===== config.mk =====
export PLATFORM = sky130hd
export DESIGN_NAME = spm_dispatch
export DESIGN_NICKNAME = d
export VERILOG_FILES = /design/src/verilog/spm_map_pkg.sv /design/src/verilog/spm_req_pkg.sv /design/src/verilog/spm_dispatch.sv
export VERILOG_INCLUDE_DIRS = /design/src /design/src/include
export SDC_FILE = /design/constraint.sdc
export NUM_CORES = 1
export LEC_CHECK = 0
export BUFFER_PORTS_ARGS = -buffer_cell sky130_fd_sc_hd__buf_2
export CAP_MARGIN = 20
export CORE_AREA = 3 3 100 102
export DETAILED_ROUTE_END_ITERATION = 7
export DIE_AREA = 0 0 103 105
export SLEW_MARGIN = 30
export SYNTH_ARGS = -nofsm -noshare
export SYNTH_HDL_FRONTEND = slang
export SYNTH_SLANG_ARGS = --single-unit

===== constraint.sdc =====
create_clock -name clk_i -period 0.8 [get_ports clk_i]
set_input_delay 0.04 -clock clk_i [delete_from_list [all_inputs] [get_ports clk_i]]
set_output_delay 0.04 -clock clk_i [all_outputs]
set_load 0.005 [all_outputs]

===== src/include/spm_params.svh =====
/*
 * scratchpad sizing macros
 * bank count, rows per bank, word and tag widths shared by packages and rtl
 */
`ifndef SPM_PARAMS_SVH
`define SPM_PARAMS_SVH

// number of interleaved banks, power of two
`define SPM_BANKS 4

// words held by each bank, power of two
`define SPM_ROWS 256

// word width in bits, must stay a multiple of 8 for byte masking
`define SPM_DATA_W 32

// requester tag carried back with every read
`define SPM_TAG_W 4

`endif


===== src/verilog/spm_map_pkg.sv =====
/*
 * scratchpad address map
 * word address split into a low bank index and an upper row index
 */
`include "spm_params.svh"

package spm_map_pkg;

  localparam int unsigned BANK_W = $clog2(`SPM_BANKS); // low address bits
  localparam int unsigned ROW_W  = $clog2(`SPM_ROWS);  // upper address bits
  localparam int unsigned ADDR_W = ROW_W + BANK_W;     // full word address

  typedef logic [ADDR_W-1:0] addr_t;     // word address, not byte address
  typedef logic [BANK_W-1:0] bank_idx_t; // which bank answers
  typedef logic [ROW_W-1:0]  row_t;      // word inside a bank

  // row over bank, same width as addr_t
  // a cast of addr_t gives the split for free, no logic
  typedef struct packed {
    row_t      row;  // msbs
    bank_idx_t bank; // lsbs, consecutive words hit consecutive banks
  } addr_split_t;

endpackage


===== src/verilog/spm_req_pkg.sv =====
/*
 * scratchpad transaction types
 * requester strobe, per-bank request, gather steering and read response
 */
`include "spm_params.svh"

package spm_req_pkg;
  import spm_map_pkg::*;

  localparam int unsigned BE_W = `SPM_DATA_W / 8; // one enable per byte

  typedef logic [`SPM_DATA_W-1:0] word_t;
  typedef logic [BE_W-1:0]        be_t;  // bit k enables byte k from the lsb
  typedef logic [`SPM_TAG_W-1:0]  tag_t;

  // top-level request, valid is a single-cycle strobe
  typedef struct packed {
    logic  valid;
    logic  we;    // 1 write, 0 read
    addr_t addr;
    word_t wdata;
    be_t   be;    // only looked at on writes
    tag_t  tag;   // returned on reads
  } spm_req_t;

  // what one bank sees, bank bits already stripped off
  typedef struct packed {
    logic  valid;
    logic  we;
    row_t  row;
    word_t wdata;
    be_t   be;
    tag_t  tag;
  } bank_req_t;

  // dispatch to gather, one cycle behind the request
  typedef struct packed {
    logic      rd;   // a read was issued last cycle
    bank_idx_t bank; // and this bank holds its data
  } bank_sel_t;

  typedef struct packed {
    logic  valid;
    word_t rdata;
    tag_t  tag;
  } spm_resp_t;

endpackage


===== src/verilog/spm_dispatch.sv =====
/*
 * scratchpad request dispatch
 * decodes the low address bits to a one-hot bank request, same cycle
 * and registers the bank index and read strobe for the gather stage
 */
`timescale 1ns/1ps
`include "spm_params.svh"

module spm_dispatch
  import spm_map_pkg::*;
  import spm_req_pkg::*;
(
  input  logic                        clk_i,
  input  logic                        rst_n_i,
  input  spm_req_t                    req_i,      // one strobe per cycle, no handshake
  output bank_req_t [`SPM_BANKS-1:0]  bank_req_o, // one-hot on valid
  output bank_sel_t                   sel_o       // steering for gather, 1 cycle late
);

  addr_split_t split; // row and bank view of req_i.addr
  logic        rd_req;

  logic        rd_q;   // read issued last cycle
  bank_idx_t   bank_q; // bank it went to

  // pure reinterpretation, widths are equal by construction
  assign split  = addr_split_t'(req_i.addr);
  assign rd_req = req_i.valid & ~req_i.we;

  // payload broadcast to every slot
  // only the addressed slot gets valid, others stay idle
  always_comb
  begin
    for (int b = 0; b < `SPM_BANKS; b++)
    begin
      bank_req_o[b].valid = req_i.valid && (split.bank == bank_idx_t'(b));
      bank_req_o[b].we    = bank_req_o[b].valid & req_i.we; // idle slots never write
      bank_req_o[b].row   = split.row;
      bank_req_o[b].wdata = req_i.wdata;
      bank_req_o[b].be    = req_i.be;
      bank_req_o[b].tag   = req_i.tag;
    end
  end

  // read strobe, lines up with the bank output in cycle t+1
  always_ff @(posedge clk_i)
  begin
    if (!rst_n_i)
      rd_q <= 1'b0;
    else
      rd_q <= rd_req; // writes leave it low
  end

  // bank index only matters when rd_q is set
  always_ff @(posedge clk_i)
  begin
    if (rd_req)
      bank_q <= split.bank;
  end

  assign sel_o.rd   = rd_q;
  assign sel_o.bank = bank_q;

endmodule


==> results.py, run 1 <==
metrics = {
    "pwr": {
        "switching_power_uw": 137,
        "p_per_area_nw_per_um2": 1570,
        "swShare_pct": 19.8,
        "seq_power_share_pct": 25.8,
        "peakVddDrop_v": 0.000383,
        "p_leak_nw": 0.177,
        "internal-power_uw": 554,
        "combinationalPowerShare_pct": 10.4,
        "total_power_uw": 691,
        "clock_power_share_pct": 63.8,
    },
    "floorplanning": {
        "num_rows": 35,
        "start_util_pct": 17.7,
        "die_h_um": 105,
        "ios": 257,
        "die_area_um2": 10800,
        "coreArea_um2": 9200,
        "die_w_um": 103,
    },
    "sta": {
        "fmax_mhz": 1350,
        "period_minus_slack_ns": 0.743,
        "setup_tns_ns": 0,
        "slew_headroom_pct": 87.8,
        "hold_ws_ns": 0.0670,
        "slew_viol_final": 0,
        "setup_viol_count_final": 0,
        "rsz0062_at_grt": "false",
        "final_hold_viol_count": 0,
        "worst-slew-pin-transition_ns": 0.182,
        "period_share_pct": 92.8,
        "fin_ws_ns": 0.0574,
    },
    "routing": {
        "vias": 326,
        "drt_first_pass_iters": 2,
        "routedWlPerCell_um": 11.6,
        "drt_iter0_drc": 3,
        "drc": 0,
        "antenna_left": 0,
        "drt_wl_total_mm": 1.68,
        "via_per_inst": 2.26,
    },
    "cts": {
        "htree_levels": 1,
        "cts_tree": "done",
        "clock_path_buffers": 2,
        "cts_resized": 0,
        "cts_hold_buf": 0,
        "cts_made_buffers": 3,
        "cts-root-buf": "clkbuf_8",
        "clkSinkCount": 3,
        "post-cts-setup-buffer-count": 0,
        "path_clk_slew_ns": 0.03,
    },
    "synth": {
        "syn_area_um2": 1630,
        "ys_seq_area_share_pct": 4.93,
        "syn_inst": 206,
        "synth_nets": 260,
        "synthDistinctLibCells": 11,
        "avgSynthCellArea_um2": 7.89,
        "ys_ff_latch": 3,
        "yosysWarningCount": 0,
    },
    "critical_path": {
        "endpoint": "sel_o[1]",
        "startpoint_type": "register",
        "cp-end-kind": "primary output",
        "path_buf_inv": 1,
        "required_ns": 0.76,
        "cpPeakStageDelay_ns": 0.35,
        "worstSetupPathType": "reg -> out",
        "slowest_stage": "edfxtp_1",
        "path_cells": "buf_2",
        "critPathTopFamily": "flip-flops",
        "crit_fanout": 1,
        "crit_start": "bank_q[1]$_DFFE_PP_",
        "cp.arrival_ns": 0.70,
        "cp.depth": 1,
    },
    "layout": {
        "final_area_um2": 440,
        "stdcell_count": 144,
        "nNetsFinal": 88,
        "diodes": 0,
        "areaGrowthSynthToFinish_pct": -72.9,
        "final_core_util_pct": 4.79,
        "drive_gt1_share_pct": 69.7,
    },
    "global_route": {
        "grt_pass1_wl_mm": 2.19,
        "track_usage_pct": 2.61,
        "met2_usage_pct": 2.38,
        "grtUsageMet1_pct": 0.479,
        "grt_use_met3_pct": 3.54,
        "grt_antenna_before_repair": 0,
        "grt_overflow": 0,
        "grt_pass1_vias": 388,
        "grt-busiest-layer": "met4",
        "grt_max_degree": 11,
    },
    "place": {
        "port_buffers": 16,
        "dpl-instance-area_um2": 395,
        "place_inst": 140,
        "preCtsSetupSlack_ns": 0.0821,
        "place_congestion": 0.604,
    },
    "hold_path": {
        "min_path_type": "in -> reg",
    },
    "outcome": {
        "status": "completed",
    },
    "job": {
        "cap_violations": 0,
    },
}
[synthesized netlist by cell type]
master	count	area [µm²]
buf_4	193	1450
and4_1	1	8.76
nor3b_2	1	12.5
nor2b_1	1	6.26
and3b_2	2	20.0
edfxtp_1	2	60.1
dfxtp_1	1	20.0
and3b_1	1	8.76
and3_2	1	7.51
and4b_1	2	20.0
and4bb_1	1	12.5
[layout by cell type (no fill, tap or decap), types with 2 or more instances in the layout]
cell / Yosys / layout
edfxtp_1: 2 / 2
buf_2: 0 / 16
clkbuf_8: 0 / 3
and4b_1: 2 / 2
and3b_2: 2 / 2
[flip-flops by register name, indices dropped and copies added (netlist names)]
register and count:
bank_q 2, rd_q 1
[worst min-delay path by stage]
stage	to	startpoint	cells after the start
final	rd_q$_SDFF_PN0_	rst_n_i	2
after global routing	rd_q$_SDFF_PN0_	rst_n_i	2
after CTS	rd_q$_SDFF_PN0_	rst_n_i	2
after detailed placement	bank_req_o[144]	req_i[46]	0
after global placement	bank_req_o[144]	req_i[46]	0
after floorplan	bank_req_o[49]	req_i[40]	1
[power by group through the flow]
stage | Combinational, mW | Sequential [mW] | Clock [mW]
2_1_floorplan | 0.803 | 0.181 | 0
3_3_place_gp | 0.0717 | 0.180 | 0
3_5_place_dp | 0.0722 | 0.180 | 0
4_1_cts | 0.0724 | 0.178 | 0.460
5_1_grt | 0.0799 | 0.179 | 0.474
6_report | 0.0720 | 0.178 | 0.441
[logic make-up (layout without fill, tap and decap cells)]
logic type             after synthesis  after routing  synth area share [%]
buffers and inverters              193             20                  89.1
and+or+nand+nor                     10             10                  5.93
DFF                                  3              3                  4.93
[routing by layer]
layer / share of wire [%] / vias up / wire length (µm)
li1: - / 94 / -
met1: 13 / 89 / 215
met2: 32 / 82 / 534
met3: 31 / 61 / 527
met4: 24 / 0 / 398
met5: 0 / - / 0
[cell type report]
cell class	instances	area [µm²]
fill	1083	8760
tap	111	139
multi-input combinational	10	96.3
sequential	3	80.1
timing repair buffer	16	80.1
clock buffer	4	45.0
Power figures use the tool's default switching activity.
==> run 2, diff against run 1 <==
SETUP_SLACK_MARGIN = 0.3   (was unset)
==> results.py, run 2 (synthesis results as in run 1) <==
metrics = {
    "outcome": {
        "status": "completed",
    },
    "place": {
        "place_congestion": 0.573,
        "dpl-instance-area_um2": 398,
        "port_buffers": 16,
    },
    "sta": {
        "rsz0062_at_grt": "true",
        "fmax_mhz": 1290,
        "worst-slew-pin-transition_ns": 0.120,
        "final_hold_viol_count": 0,
        "period_share_pct": 96.7,
        "setup_tns_ns": 0,
        "period_minus_slack_ns": 0.774,
        "setup_viol_count_final": 0,
        "hold_ws_ns": 0.0116,
        "slew_viol_final": 0,
        "slew_headroom_pct": 92.0,
    },
    "critical_path": {
        "slowest_stage": "edfxtp_1",
        "critPathTopFamily": "flip-flops",
        "path_cells": "buf_2",
        "startpoint_type": "register",
        "cpPeakStageDelay_ns": 0.37,
        "crit_fanout": 1,
        "cp-end-kind": "primary output",
        "worstSetupPathType": "reg -> out",
        "cp.arrival_ns": 0.73,
        "required_ns": 0.76,
        "path_buf_inv": 1,
    },
    "hold_path": {
        "min_path_type": "in -> reg",
    },
    "cts": {
        "cts-root-buf": "clkbuf_8",
        "clkSinkCount": 3,
        "clock_path_buffers": 2,
        "cts_made_buffers": 3,
        "cts_tree": "done",
        "htree_levels": 1,
        "cts_hold_buf": 0,
        "path_clk_slew_ns": 0.03,
    },
    "routing": {
        "drt_wl_total_mm": 1.90,
        "routedWlPerCell_um": 12.9,
        "drt_first_pass_iters": 2,
        "vias": 345,
        "drt_iter0_drc": 1,
        "antenna_left": 0,
        "via_per_inst": 2.33,
        "drc": 0,
    },
    "layout": {
        "reg_top3": "bank_q: 2 flops, rd_q: 1 flops",
        "largest_reg_flops": 2,
        "regMostFlops": "bank_q",
        "final_core_util_pct": 6.19,
        "final_area_um2": 569,
        "nNetsFinal": 92,
        "layout_commonest_cell": "buf_2",
        "diodes": 0,
        "final_cell_mix": "buf_2 (9), buf_6 (4), clkbuf_8 (3), buf_8 (3)",
        "areaGrowthSynthToFinish_pct": -65.0,
        "drive_gt1_share_pct": 75.7,
    },
    "floorplanning": {
        "die_w_um": 103,
        "die_h_um": 105,
        "coreArea_um2": 9200,
        "num_rows": 35,
        "ios": 257,
        "die_area_um2": 10800,
        "start_util_pct": 17.7,
    },
    "global_route": {
        "track_usage_pct": 2.99,
        "grt_max_degree": 11,
        "grt_pass1_vias": 382,
        "grt_pass1_wl_mm": 2.27,
        "grt_antenna_before_repair": 0,
        "grt_overflow": 0,
    },
    "pwr": {
        "internal-power_uw": 611,
        "seq_power_share_pct": 23.6,
        "p_per_area_nw_per_um2": 1330,
        "peakVddDrop_v": 0.000399,
        "switching_power_uw": 147,
        "swShare_pct": 19.4,
        "p_leak_nw": 0.227,
        "combinationalPowerShare_pct": 17.9,
        "clock_power_share_pct": 58.5,
    },
    "job": {
        "cap_violations": 0,
    },
}
## run 2: cell types whose count changed in the layout (fill, tap and decap cells not counted), sizes merged
cell    before  now
buf         16   19
clkbuf       4    5
## run 2: per-layer routing
metal / share of wire (%) / vias to the layer above / wire [µm] / GRT usage (%)
met5: 0 / - / 0 / 0
met1: 11 / 97 / 212 / 0.359
li1: - / 101 / - / -
met2: 33 / 83 / 635 / 2.43
met3: 31 / 64 / 590 / 4.07
met4: 24 / 0 / 465 / 9.25
## run 2: area by class of cell
type	count	area, µm²
fillers	1073	8630
repair buffers	20	203
well taps	111	139
multi-input cells	10	103
clock buffers	4	45.0
flip-flops and latches	3	80.1
## run 2: final timing paths
path,from,to,slack (ns),cells after the start
worst min-delay path,req_i[41],bank_q[1]$_DFFE_PP_,0.01,1
worst max-delay path,bank_q[1]$_DFFE_PP_,sel_o[1],0.03,1
## run 2: what timing repair did
item	in CTS	in global routing
gates cloned	1	1
buffers inserted	2	0
setup endpoints to repair	11	11
pin swaps	8	2
resized for setup	15	3
## run 2: metrics by stage
step | total power, mW | worst slack, ns | instances
floorplan | 0.985 | 0.328 | 206
global placement | 0.253 | 0.143 | 140
detailed placement | 0.255 | 0.119 | 140
CTS | 0.753 | 0.0295 | 147
global route | 0.796 | 0.00334 | 148
finish | 0.758 | 0.0263 | 148
## run 2: power groups by stage
stage	clock, mW	sequential (mW)	combinational, mW
floorplan	0	0.181	0.804
global placement	0	0.180	0.0726
detailed placement	0	0.181	0.0745
CTS	0.455	0.179	0.119
global route	0.471	0.180	0.146
finish	0.444	0.179	0.136
