`src/include/spm_params.svh`:
```
/*
 * scratchpad sizing macros
 * bank count, rows per bank, word and tag widths shared by packages and rtl
 */
`ifndef SPM_PARAMS_SVH
`define SPM_PARAMS_SVH

// number of interleaved banks, power of two
`define SPM_BANKS 4

// words held by each bank, power of two
`define SPM_ROWS 256

// word width in bits, must stay a multiple of 8 for byte masking
`define SPM_DATA_W 32

// requester tag carried back with every read
`define SPM_TAG_W 4

`endif

```
`src/verilog/spm_map_pkg.sv`:
```
/*
 * scratchpad address map
 * word address split into a low bank index and an upper row index
 */
`include "spm_params.svh"

package spm_map_pkg;

  localparam int unsigned BANK_W = $clog2(`SPM_BANKS); // low address bits
  localparam int unsigned ROW_W  = $clog2(`SPM_ROWS);  // upper address bits
  localparam int unsigned ADDR_W = ROW_W + BANK_W;     // full word address

  typedef logic [ADDR_W-1:0] addr_t;     // word address, not byte address
  typedef logic [BANK_W-1:0] bank_idx_t; // which bank answers
  typedef logic [ROW_W-1:0]  row_t;      // word inside a bank

  // row over bank, same width as addr_t
  // a cast of addr_t gives the split for free, no logic
  typedef struct packed {
    row_t      row;  // msbs
    bank_idx_t bank; // lsbs, consecutive words hit consecutive banks
  } addr_split_t;

endpackage

```
`src/verilog/spm_req_pkg.sv`:
```
/*
 * scratchpad transaction types
 * requester strobe, per-bank request, gather steering and read response
 */
`include "spm_params.svh"

package spm_req_pkg;
  import spm_map_pkg::*;

  localparam int unsigned BE_W = `SPM_DATA_W / 8; // one enable per byte

  typedef logic [`SPM_DATA_W-1:0] word_t;
  typedef logic [BE_W-1:0]        be_t;  // bit k enables byte k from the lsb
  typedef logic [`SPM_TAG_W-1:0]  tag_t;

  // top-level request, valid is a single-cycle strobe
  typedef struct packed {
    logic  valid;
    logic  we;    // 1 write, 0 read
    addr_t addr;
    word_t wdata;
    be_t   be;    // only looked at on writes
    tag_t  tag;   // returned on reads
  } spm_req_t;

  // what one bank sees, bank bits already stripped off
  typedef struct packed {
    logic  valid;
    logic  we;
    row_t  row;
    word_t wdata;
    be_t   be;
    tag_t  tag;
  } bank_req_t;

  // dispatch to gather, one cycle behind the request
  typedef struct packed {
    logic      rd;   // a read was issued last cycle
    bank_idx_t bank; // and this bank holds its data
  } bank_sel_t;

  typedef struct packed {
    logic  valid;
    word_t rdata;
    tag_t  tag;
  } spm_resp_t;

endpackage

```
`src/verilog/spm_gather.sv`:
```
/*
 * scratchpad response gather
 * picks the answering bank by the registered index
 * and registers word, tag and valid into the response
 */
`timescale 1ns/1ps
`include "spm_params.svh"

module spm_gather
  import spm_req_pkg::*;
(
  input  logic                    clk_i,
  input  logic                    rst_n_i,
  input  bank_sel_t               sel_i,        // read strobe and bank, cycle t+1
  input  word_t [`SPM_BANKS-1:0]  bank_rdata_i, // every bank's read word
  input  tag_t  [`SPM_BANKS-1:0]  bank_tag_i,   // every bank's read tag
  output spm_resp_t               resp_o        // valid in cycle t+2
);

  word_t rdata_mux;
  tag_t  tag_mux;

  logic  valid_q;
  word_t rdata_q;
  tag_t  tag_q;

  // bank mux, index comes straight from the dispatch register
  assign rdata_mux = bank_rdata_i[sel_i.bank];
  assign tag_mux   = bank_tag_i[sel_i.bank];

  // response strobe, exactly one cycle per read
  always_ff @(posedge clk_i)
  begin
    if (!rst_n_i)
      valid_q <= 1'b0;
    else
      valid_q <= sel_i.rd;
  end

  // payload loads on a read and holds after
  always_ff @(posedge clk_i)
  begin
    if (sel_i.rd)
    begin
      rdata_q <= rdata_mux;
      tag_q   <= tag_mux;
    end
  end

  assign resp_o.valid = valid_q;
  assign resp_o.rdata = rdata_q;
  assign resp_o.tag   = tag_q;

endmodule

```
`config.mk`:
```
export PLATFORM = sky130hd
export DESIGN_NAME = spm_gather
export DESIGN_NICKNAME = d
export VERILOG_FILES = /design/src/verilog/spm_map_pkg.sv /design/src/verilog/spm_req_pkg.sv /design/src/verilog/spm_gather.sv
export VERILOG_INCLUDE_DIRS = /design/src /design/src/include
export SDC_FILE = /design/constraint.sdc
export NUM_CORES = 1
export LEC_CHECK = 0
export BUFFER_PORTS_ARGS = -buffer_cell sky130_fd_sc_hd__buf_2
export CORE_MARGIN = 2
export CORE_UTILIZATION = 25
export DETAILED_ROUTE_END_ITERATION = 8
export PLACE_DENSITY = 0.69
export SETUP_SLACK_MARGIN = 0.15
export SYNTH_ARGS = -nofsm -noshare
export SYNTH_HDL_FRONTEND = slang
export SYNTH_SLANG_ARGS = --single-unit
```
`constraint.sdc`:
```
create_clock -name clk_i -period 3.2 [get_ports clk_i]
set_input_delay 0.16 -clock clk_i [delete_from_list [all_inputs] [get_ports clk_i]]
set_output_delay 0.16 -clock clk_i [all_outputs]
set_load 0.03 [all_outputs]
```
==> qor.csv, run 1 <==
stage,metric,value,unit
run_status,status,completed,
clocking,htree depth,2,
hold_path,WHS Path Cells,2,
routing,DR pass1 iterations,4,
power,Net Sw Power,0.374,mW
timing,min cycle time layout,1.66,ns
die,IO Pins,186,
global_route,largest net degree at the start of global routing,38,
die,initial core utilization,26.1,%
timing,TNS Setup,0,ns
layout,Fill cells,740,
timing,Final period util,51.8,%
power,power after layout,1.36,mW
setup_path,critical path class,primary input to flip-flop,
placement,post-DP HPWL,5.75,mm
global_route,GRT Total Usage,14.9,%
power,Peak supply drop,0.137,mV
routing,Avg WL per Cell,18.6,um
logic_synthesis,Syn Inst Count,83,
logic_synthesis,Unique masters post-synth,10,
clocking,setup repair bufs after CTS,0,
routing,ANT nets after route,0,
layout,nets@finish,416,
clocking,CTS root buffer,clkbuf_8,
clocking,post_cts resized,0,
die,total core area,7810,um^2
placement,final RePlAce weighted congestion,0.972,
routing,final WL,6.90,mm
global_route,first-pass GRT wire length,9.85,mm
timing,Worst-Margin Slew,0.885,ns
routing,Vias per Instance,4.58,
routing,post-route DRC violation count,0,
logic_synthesis,register area share after synthesis,54.0,%
power,Power Density,438,nW/um^2
routing,DR iter-0 viols,45,
clocking,CTS tree,yes,
global_route,total grt overflow,0,
logic_synthesis,Seq cells post-synth,37,
setup_path,Setup crit end kind,flip-flop,
timing,fmax,0.603,GHz
setup_path,worst endpoint data arrival time,1.68,ns
logic_synthesis,syn avg cell area,24.6,um^2
layout,"commonest non-fill, non-tap cell in the layout",buf_2,
timing,Final Setup Violations,0,
setup_path,Worst Setup EP,rdata_q[29],
power,P_leak,1.40,nW
setup_path,worst endpoint required time,3.22,ns
timing,count of final hold-check violations,0,
global_route,number of global-route vias before repair,1893,
logic_synthesis,Yosys warnings,0,
clocking,sinks on the clock net,37,
clocking,clk slew on worst S/H paths,0.08,ns
layout,share of cells above drive strength 1,83.2,%
layout,Antenna Diode Count,0,
timing,"Slew Viols, Final",0,
timing,Max transition margin,41.0,%
setup_path,CP Max Fanout,22,
logic_synthesis,Mapped Nets,232,
routing,vias,1695,
setup_path,startpoint types,primary input,
die,die height,94.3,um
flow_run,MaxCap Viol Count,0,
hold_path,Hold WC Path Type,primary input to flip-flop,
logic_synthesis,post-synthesis instance area,2040,um^2
power,P_int,0.988,mW
clocking,CTS Hold Bufs,0,
power,Switching Fraction,27.5,%
clocking,clk buf depth,2,
timing,unrepaired setup endpoints after global routing,false,
setup_path,CP Launch Point,sel_i[0],
clocking,CTS Buf Count,5,
power,Clk pwr share,29.3,%
die,die area,8900,um^2
layout,most frequent cells in the layout,"buf_2, edfxtp_1, mux4_2",
placement,# port buffers,185,
layout,Synth-to-Final Area Change,52.6,%
die,Die Span X,94.3,um
die,# rows,32,
power,sequential share of power,44.5,%
power,Gate power share,26.1,%
global_route,initial antenna violation count,0,
per-layer routing:
metal  global-route usage (%)  wire, um
met1                     16.9      2510
met2                     26.9      3690
met3                     4.33       613
met4                     5.07        80
met5                        0         0
how the worst min path moves through the flow:
| stage | to | start | slack (ns) |
|---|---|---|---|
| floorplan | rdata_q[0] | sel_i[2] | 0.27 |
| global placement | valid_q | rst_n_i | 0.37 |
| global route | valid_q | rst_n_i | 0.09 |
| finish | valid_q | rst_n_i | 0.09 |
| CTS | valid_q | rst_n_i | 0.08 |
| detailed placement | valid_q | rst_n_i | 0.38 |
cells by family (layout without fill, tap and decap cells):
group / count (synthesis) / count (layout) / synth area share (%)
mux: 36 / 36 / 40.9
simple gates: 1 / 1 / 0.307
buf+inv: 9 / 194 / 4.85
flops: 37 / 37 / 54.0
power by group through the flow:
stage | sequential (mW) | combinational [mW] | clock (mW)
floorplan | 0.719 | 0.107 | 0
global placement | 0.619 | 0.348 | 0
detailed placement | 0.618 | 0.359 | 0
CTS | 0.607 | 0.360 | 0.410
global route | 0.611 | 0.380 | 0.430
finish | 0.606 | 0.356 | 0.400
cell usage after synthesis:
library cell	n	area, um^2
and2_1	1	6.26
buf_12	3	60.1
buf_2	3	15.0
buf_4	1	7.51
buf_6	1	11.3
clkbuf_2	1	5.00
dfxtp_1	1	20.0
edfxtp_1	36	1080
mux4_1	6	158
mux4_2	30	676
sequential cells by signal (all words and copies together), names as in the netlist:
register and cells:
valid_q 1, tag_q 4, rdata_q 32
metrics by stage:
stage / instance area (um^2) / instances / hold WS, ns / util [%] / worst slack, ns
final: 3110 / 370 / 0.0869 / 39.9 / 1.54
after global routing: 3110 / 370 / 0.0911 / 39.9 / 1.40
after CTS: 3110 / 370 / 0.0803 / 39.9 / 1.48
after detailed placement: 3000 / 362 / 0.382 / 38.4 / 1.18
after global placement: 3000 / 362 / 0.371 / 38.4 / 1.24
after floorplan: 2040 / 83 / 0.272 / - / 2.00
cell type report:
cell class              instances  area (um^2)  share of cell area, %
clock inverters                 3         41.3                   1.33
well taps                     102          128                   4.10
repair buffers                186          933                   30.0
multi-input cells              37          840                   27.0
flip-flops and latches         37         1100                   35.4
clock buffers                   5         68.8                   2.21
worst max-delay path, stage by stage:
cell and delay [ns]:
buf_2 0.52, buf_4 0.41, mux4_2 0.56
Power figures use the tool's default switching activity.
==> run 2, diff against run 1 <==
--- a/config.mk
+++ b/config.mk
@@ -6,11 +6,12 @@
 export SDC_FILE = /design/constraint.sdc
 export NUM_CORES = 1
 export LEC_CHECK = 0
+export ABC_AREA = 1
 export BUFFER_PORTS_ARGS = -buffer_cell sky130_fd_sc_hd__buf_2
 export CORE_MARGIN = 2
 export CORE_UTILIZATION = 25
 export DETAILED_ROUTE_END_ITERATION = 8
-export PLACE_DENSITY = 0.69
+export PLACE_DENSITY = 0.63
 export SETUP_SLACK_MARGIN = 0.15
 export SYNTH_ARGS = -nofsm -noshare
 export SYNTH_HDL_FRONTEND = slang
==> constraint.sdc (replaced) <==
create_clock -name clk_i -period 1.7 [get_ports clk_i]
set_input_delay 0.085 -clock clk_i [delete_from_list [all_inputs] [get_ports clk_i]]
set_output_delay 0.085 -clock clk_i [all_outputs]
set_load 0.03 [all_outputs]
==> qor.csv, run 2 <==
stage,metric,value,unit,change
run_status,status,completed,,unchanged
logic_synthesis,Seq cells post-synth,37,,unchanged
setup_path,CP max stage delay,0.59,ns,was 0.56 ns
hold_path,WHS Path Cells,5,,was 2
layout,max reg flops,32,,unchanged
layout,Biggest register,rdata_q,,unchanged
layout,most frequent cells in the layout,"buf_2, nand2_1, inv_1",,"was buf_2, edfxtp_1, mux4_2"
clocking,clk buf depth,2,,unchanged
routing,final WL,7.91,mm,was 6.90 mm
timing,Worst-Margin Slew,0.770,ns,was 0.885 ns
setup_path,Setup crit end kind,flip-flop,,unchanged
logic_synthesis,most common cell in the netlist,nand2_1,,was edfxtp_1
logic_synthesis,register area share after synthesis,38.2,%,was 54.0%
layout,FF/Latch Area,1100,um^2,unchanged
global_route,initial antenna violation count,0,,unchanged
timing,unrepaired setup endpoints after global routing,false,,unchanged
layout,nets@finish,782,,was 416
setup_path,worst-path cell chain,buf_2 -> inv_4 -> nand3_1 -> nand2_1,,was buf_2 -> buf_4 -> mux4_2
timing,Max transition margin,48.7,%,was 41.0%
logic_synthesis,Yosys warnings,0,,unchanged
setup_path,crit path max-delay cell type,buf_2,,was mux4_2
logic_synthesis,post-synthesis instance area,2880,um^2,was 2040 um^2
power,P_leak,2.50,nW,was 1.40 nW
placement,Placement Cell Area,3840,um^2,was 3000 um^2
logic_synthesis,"Top FF cell, synth",edfxtp_1,,unchanged
timing,count of final hold-check violations,0,,unchanged
layout,"commonest non-fill, non-tap cell in the layout",buf_2,,unchanged
timing,min cycle time layout,1.25,ns,
global_route,total grt overflow,0,,unchanged
power,Peak supply drop,0.387,mV,was 0.137 mV
routing,Avg WL per Cell,10.2,um,was 18.6 um
logic_synthesis,post-synth top area share,37.5,%,was 53.0%
flow_run,MaxCap Viol Count,0,,unchanged
placement,pre-CTS setup slack,0.122,ns,was 1.18 ns
routing,DR iter-0 viols,111,,was 45
routing,ANT nets after route,0,,unchanged
layout,Final Util,35.2,%,was 39.9%
setup_path,worst endpoint data arrival time,1.28,ns,was 1.68 ns
logic_synthesis,Commonest cells post-synth,"nand2_1, inv_1, nand3_1, inv_2, edfxtp_1",,"was edfxtp_1, mux4_2, mux4_1, buf_12, buf_2"
timing,Final Setup Violations,0,,unchanged
logic_synthesis,"area leader, netlist",edfxtp_1,,unchanged
placement,final RePlAce weighted congestion,0.750,,was 0.972
die,IO Pins,186,,unchanged
setup_path,CP Max Fanout,37,,was 22
power,Power Density,712,nW/um^2,was 438 nW/um^2
hold_path,min-delay src,bank_rdata_i[32],,was rst_n_i
die,total core area,11300,um^2,was 7810 um^2
timing,TNS Setup,0,ns,unchanged
setup_path,worst endpoint required time,1.73,ns,was 3.22 ns
layout,area of the multi-input gates,1040,um^2,was 840 um^2
clocking,clk slew on worst S/H paths,0.05,ns,was 0.08 ns
hold_path,Hold Path End,rdata_q[0],,was valid_q
timing,fmax,0.798,GHz,
layout,"Design Area, Final",3990,um^2,was 3110 um^2
logic_synthesis,syn avg cell area,6.27,um^2,was 24.6 um^2
setup_path,Top Family by Delay on Critical Path,buffers and inverters,,unchanged
layout,Largest regs,"rdata_q x32, tag_q x4, valid_q x1",,unchanged
logic_synthesis,Area contributors post-synth,"edfxtp_1, nand2_1, nand3_1, inv_1, inv_2",,"was edfxtp_1, mux4_2, mux4_1, buf_12, dfxtp_1"
clocking,htree depth,2,,unchanged
global_route,first-pass GRT wire length,13.5,mm,was 9.85 mm
layout,Antenna Diode Count,0,,unchanged
setup_path,critical path class,primary input to flip-flop,,unchanged
routing,vias,3080,,"was 1,695"
layout,Fill cells,1282,,was 740
timing,Final WS setup,0.447,ns,was 1.54 ns
clocking,CTS Buf Count,5,,unchanged
die,die height,111,um,was 94.3 um
die,Die Span X,111,um,was 94.3 um
layout,share of cells above drive strength 1,42.0,%,was 83.2%
die,# rows,39,,was 32
hold_path,Hold WC Path Type,primary input to flip-flop,,unchanged
die,die area,12400,um^2,was 8900 um^2
clocking,sinks on the clock net,37,,unchanged
placement,# port buffers,185,,unchanged
global_route,GRT Total Usage,12.9,%,was 14.9%
timing,Final period util,73.7,%,
layout,Synth-to-Final Area Change,38.3,%,was 52.6%
clocking,CTS tree,yes,,unchanged
logic_synthesis,"EDFF count, synth",36,,unchanged
setup_path,Crit. path cell count,4,,was 3
global_route,largest net degree at the start of global routing,73,,was 38
clocking,post_cts resized,0,,unchanged
routing,DR pass1 iterations,4,,unchanged
routing,post-route DRC violation count,0,,unchanged
power,power after layout,2.84,mW,was 1.36 mW
setup_path,CP Buf/Inv Count,2,,unchanged
logic_synthesis,ys async rst share,0,%,unchanged
timing,"Slew Viols, Final",0,,unchanged
logic_synthesis,Syn Inst Count,460,,was 83
die,initial core utilization,25.5,%,was 26.1%
routing,Vias per Instance,3.96,,was 4.58
logic_synthesis,Unique masters post-synth,12,,was 10
global_route,number of global-route vias before repair,3052,,"was 1,893"
setup_path,startpoint types,primary input,,unchanged
clocking,CTS root buffer,clkbuf_16,,was clkbuf_8
logic_synthesis,Mapped Nets,609,,was 232
placement,post-DP HPWL,5.89,mm,was 5.75 mm
-- run 2: cell count changes in the layout (fill, tap and decap cells not counted), moves of 3 or more --
cell | before | now
clkbuf_16 | 0 | 5
nand3_1 | 0 | 72
clkbuf_8 | 5 | 0
inv_1 | 0 | 74
inv_2 | 0 | 71
nand2_1 | 0 | 181
mux4_2 | 30 | 0
clkbuf_1 | 0 | 3
mux4_1 | 6 | 0
-- run 2: what timing repair did --
action / in CTS / in global routing
hold buffers: 1 / 0
setup buffers: 0 / 0
endpoints found under the hold margin: 1 / 0
-- run 2: worst max-delay path by stage --
stage,start,end
floorplan,sel_i[0],rdata_q[13]
global placement,sel_i[1],tag_q[0]
detailed placement,sel_i[1],rdata_q[30]
CTS,sel_i[1],rdata_q[30]
global route,sel_i[1],rdata_q[3]
finish,sel_i[1],rdata_q[30]
-- run 2: metrics by stage --
stage,hold WS [ns],cells
global placement,0.266,768
detailed placement,0.271,768
finish,0.173,777
floorplan,0.178,460
CTS,0.166,777
global route,0.174,777
-- run 2: final cells by class --
type / instances / share of cell area, %
timing repair buffer: 189 / 24.4
multi-input combinational: 253 / 26.1
clock buffer: 8 / 3.42
sequential: 37 / 27.6
tap: 143 / 4.49
inverter: 147 / 14.0
-- run 2: where the power goes --
| part | internal, mW | switching, mW | total [mW] |
|---|---|---|---|
| Combinational | 0.303 | 0.510 | 0.812 |
| Sequential | 1.11 | 0.0227 | 1.14 |
| Clock | 0.546 | 0.343 | 0.889 |
-- run 2: cell families after synthesis --
family | Yosys count | synth area share [%]
buffers and inverters | 170 | 25.7
flip-flops | 37 | 38.2
AND/OR/NAND/NOR | 253 | 36.1
-- run 2: metal layers --
| layer | up-vias | share of wire, % | global-route usage [%] |
|---|---|---|---|
| met5 | - | 0 | 0 |
| met4 | 0 | 1.9 | 4.03 |
| met3 | 9 | 7.7 | 3.32 |
| met2 | 112 | 47 | 22.9 |
| met1 | 1293 | 43 | 15.3 |
| li1 | 1666 | - | - |
==> run 3, diff against run 2 <==
==> constraint.sdc (replaced) <==
create_clock -name clk_i -period 1.2 [get_ports clk_i]
set_input_delay 0.06 -clock clk_i [delete_from_list [all_inputs] [get_ports clk_i]]
set_output_delay 0.06 -clock clk_i [all_outputs]
set_load 0.03 [all_outputs]
==> qor.csv, run 3 (synthesized netlist as in run 2, its figures left out) <==
stage,metric,value,unit,change
power,P_leak,2.53,nW,was 2.50 nW
layout,share of cells above drive strength 1,42.3,%,was 42.0%
setup_path,CP Buf/Inv Count,1,,was 2
layout,nets@finish,785,,was 782
timing,"Slew Viols, Final",0,,unchanged
global_route,total grt overflow,0,,unchanged
layout,most frequent cells in the layout,"buf_2, nand2_1, inv_1",,unchanged
timing,Max transition margin,71.8,%,was 48.7%
clocking,CTS Buf Count,5,,unchanged
setup_path,crit path max-delay cell type,edfxtp_1,,was buf_2
placement,Placed Instances,771,,was 768
setup_path,CP Max Fanout,1,,was 37
die,Die Span X,111,um,unchanged
die,# rows,39,,unchanged
placement,final RePlAce weighted congestion,0.745,,was 0.750
setup_path,critical path class,flip-flop to primary output,,was primary input to flip-flop
global_route,initial antenna violation count,0,,unchanged
layout,Largest regs,"rdata_q x32, tag_q x4, valid_q x1",,unchanged
layout,"commonest non-fill, non-tap cell in the layout",buf_2,,unchanged
timing,fmax,1.11,GHz,
setup_path,worst-path cell chain,buf_2,,was buf_2 -> inv_4 -> nand3_1 -> nand2_1
setup_path,startpoint types,flip-flop,,was primary input
clocking,sinks on the clock net,37,,unchanged
layout,FF/Latch Area,1100,um^2,unchanged
clocking,htree depth,2,,unchanged
placement,post-DP HPWL,6.13,mm,was 5.89 mm
flow_run,MaxCap Viol Count,0,,unchanged
routing,DR iter-0 viols,130,,was 111
routing,Avg WL per Cell,10.4,um,was 10.2 um
layout,Biggest register,rdata_q,,unchanged
global_route,GRT Total Usage,13.0,%,was 12.9%
run_status,status,completed,,unchanged
routing,vias,3111,,"was 3,080"
die,die height,111,um,unchanged
clocking,CTS tree,yes,,unchanged
timing,Final Setup Violations,0,,unchanged
layout,max reg flops,32,,unchanged
timing,Worst-Margin Slew,0.423,ns,was 0.770 ns
timing,Final period util,74.8,%,
setup_path,Top Family by Delay on Critical Path,flip-flops,,was buffers and inverters
layout,Antenna Diode Count,0,,unchanged
hold_path,Hold Path End,rdata_q[29],,was rdata_q[0]
clocking,clk buf depth,2,,unchanged
hold_path,WHS Path Cells,5,,unchanged
die,total core area,11300,um^2,unchanged
global_route,first-pass GRT wire length,13.5,mm,about the same
die,initial core utilization,25.5,%,unchanged
clocking,post_cts resized,0,,unchanged
setup_path,worst endpoint required time,1.14,ns,was 1.73 ns
global_route,number of global-route vias before repair,2911,,"was 3,052"
clocking,clk slew on worst S/H paths,0.05,ns,about the same
placement,# port buffers,185,,unchanged
timing,TNS Setup,0,ns,unchanged
die,die area,12400,um^2,unchanged
hold_path,Hold WC Path Type,primary input to flip-flop,,unchanged
layout,Synth-to-Final Area Change,40.7,%,was 38.3%
power,Power Density,993,nW/um^2,was 712 nW/um^2
routing,Vias per Instance,3.99,,was 3.96
die,IO Pins,186,,unchanged
power,Peak supply drop,0.494,mV,was 0.387 mV
routing,post-route DRC violation count,0,,unchanged
global_route,largest net degree at the start of global routing,47,,was 73
setup_path,Crit. path cell count,1,,was 4
routing,final WL,8.13,mm,was 7.91 mm
setup_path,Setup crit end kind,primary output,,was flip-flop
layout,Fill cells,1297,,"was 1,282"
routing,ANT nets after route,0,,unchanged
hold_path,min-delay src,bank_rdata_i[61],,was bank_rdata_i[32]
timing,count of final hold-check violations,0,,unchanged
timing,min cycle time layout,0.897,ns,
layout,Final Util,35.8,%,was 35.2%
setup_path,CP max stage delay,0.37,ns,was 0.59 ns
setup_path,worst endpoint data arrival time,0.84,ns,was 1.28 ns
timing,unrepaired setup endpoints after global routing,false,,unchanged
placement,Placement Cell Area,3910,um^2,was 3840 um^2
clocking,CTS root buffer,clkbuf_16,,unchanged
layout,Non-Filler Instances,779,,was 777
layout,area of the multi-input gates,1040,um^2,unchanged
layout,"Design Area, Final",4060,um^2,was 3990 um^2
routing,DR pass1 iterations,4,,unchanged
## run 3: worst max-delay path by stage
stage | slack [ns] | startpoint | endpoint
finish | 0.30 | rdata_q[4] | resp_o[8]
global route | 0.20 | sel_i[1] | rdata_q[24]
CTS | 0.28 | rdata_q[24] | resp_o[28]
detailed placement | -0.01 | sel_i[1] | rdata_q[30]
global placement | 0.04 | sel_i[1] | tag_q[0]
floorplan | 0.38 | sel_i[0] | rdata_q[13]
## run 3: layer usage
layer	wire length, um	share of wire [%]	global-route usage (%)	up-vias
met2	3900	48	23.4	111
met3	559	6.9	2.67	4
met5	0	0	0	-
met1	3610	44	16.2	1325
met4	60	0.74	2.72	0
li1	-	-	-	1671
## run 3: stage by stage
stage	hold WS, ns	setup slack [ns]	power, mW
6_report	0.148	0.303	4.02
5_1_grt	0.162	0.199	4.29
4_1_cts	0.140	0.280	4.11
3_5_place_dp	0.247	-0.0114	2.84
3_3_place_gp	0.241	0.0392	2.83
2_1_floorplan	0.153	0.384	2.35
## run 3: layout make-up
class                      instances  area share (%)
inverter                         147            13.8
timing repair buffer             192            25.7
sequential                        37            27.2
clock buffer                       6            3.18
tap                              143            4.41
clock inverter                     1          0.0926
multi-input combinational        253            25.6
## run 3: timing repair
item,CTS,global route
endpoints found under the hold margin,1,0
buffers inserted,0,0
hold buffers,1,0
## run 3: report_power, final
part,internal [mW],switching (mW)
Clock,0.751,0.478
Sequential,1.58,0.0313
Combinational,0.453,0.735
Total,2.78,1.24
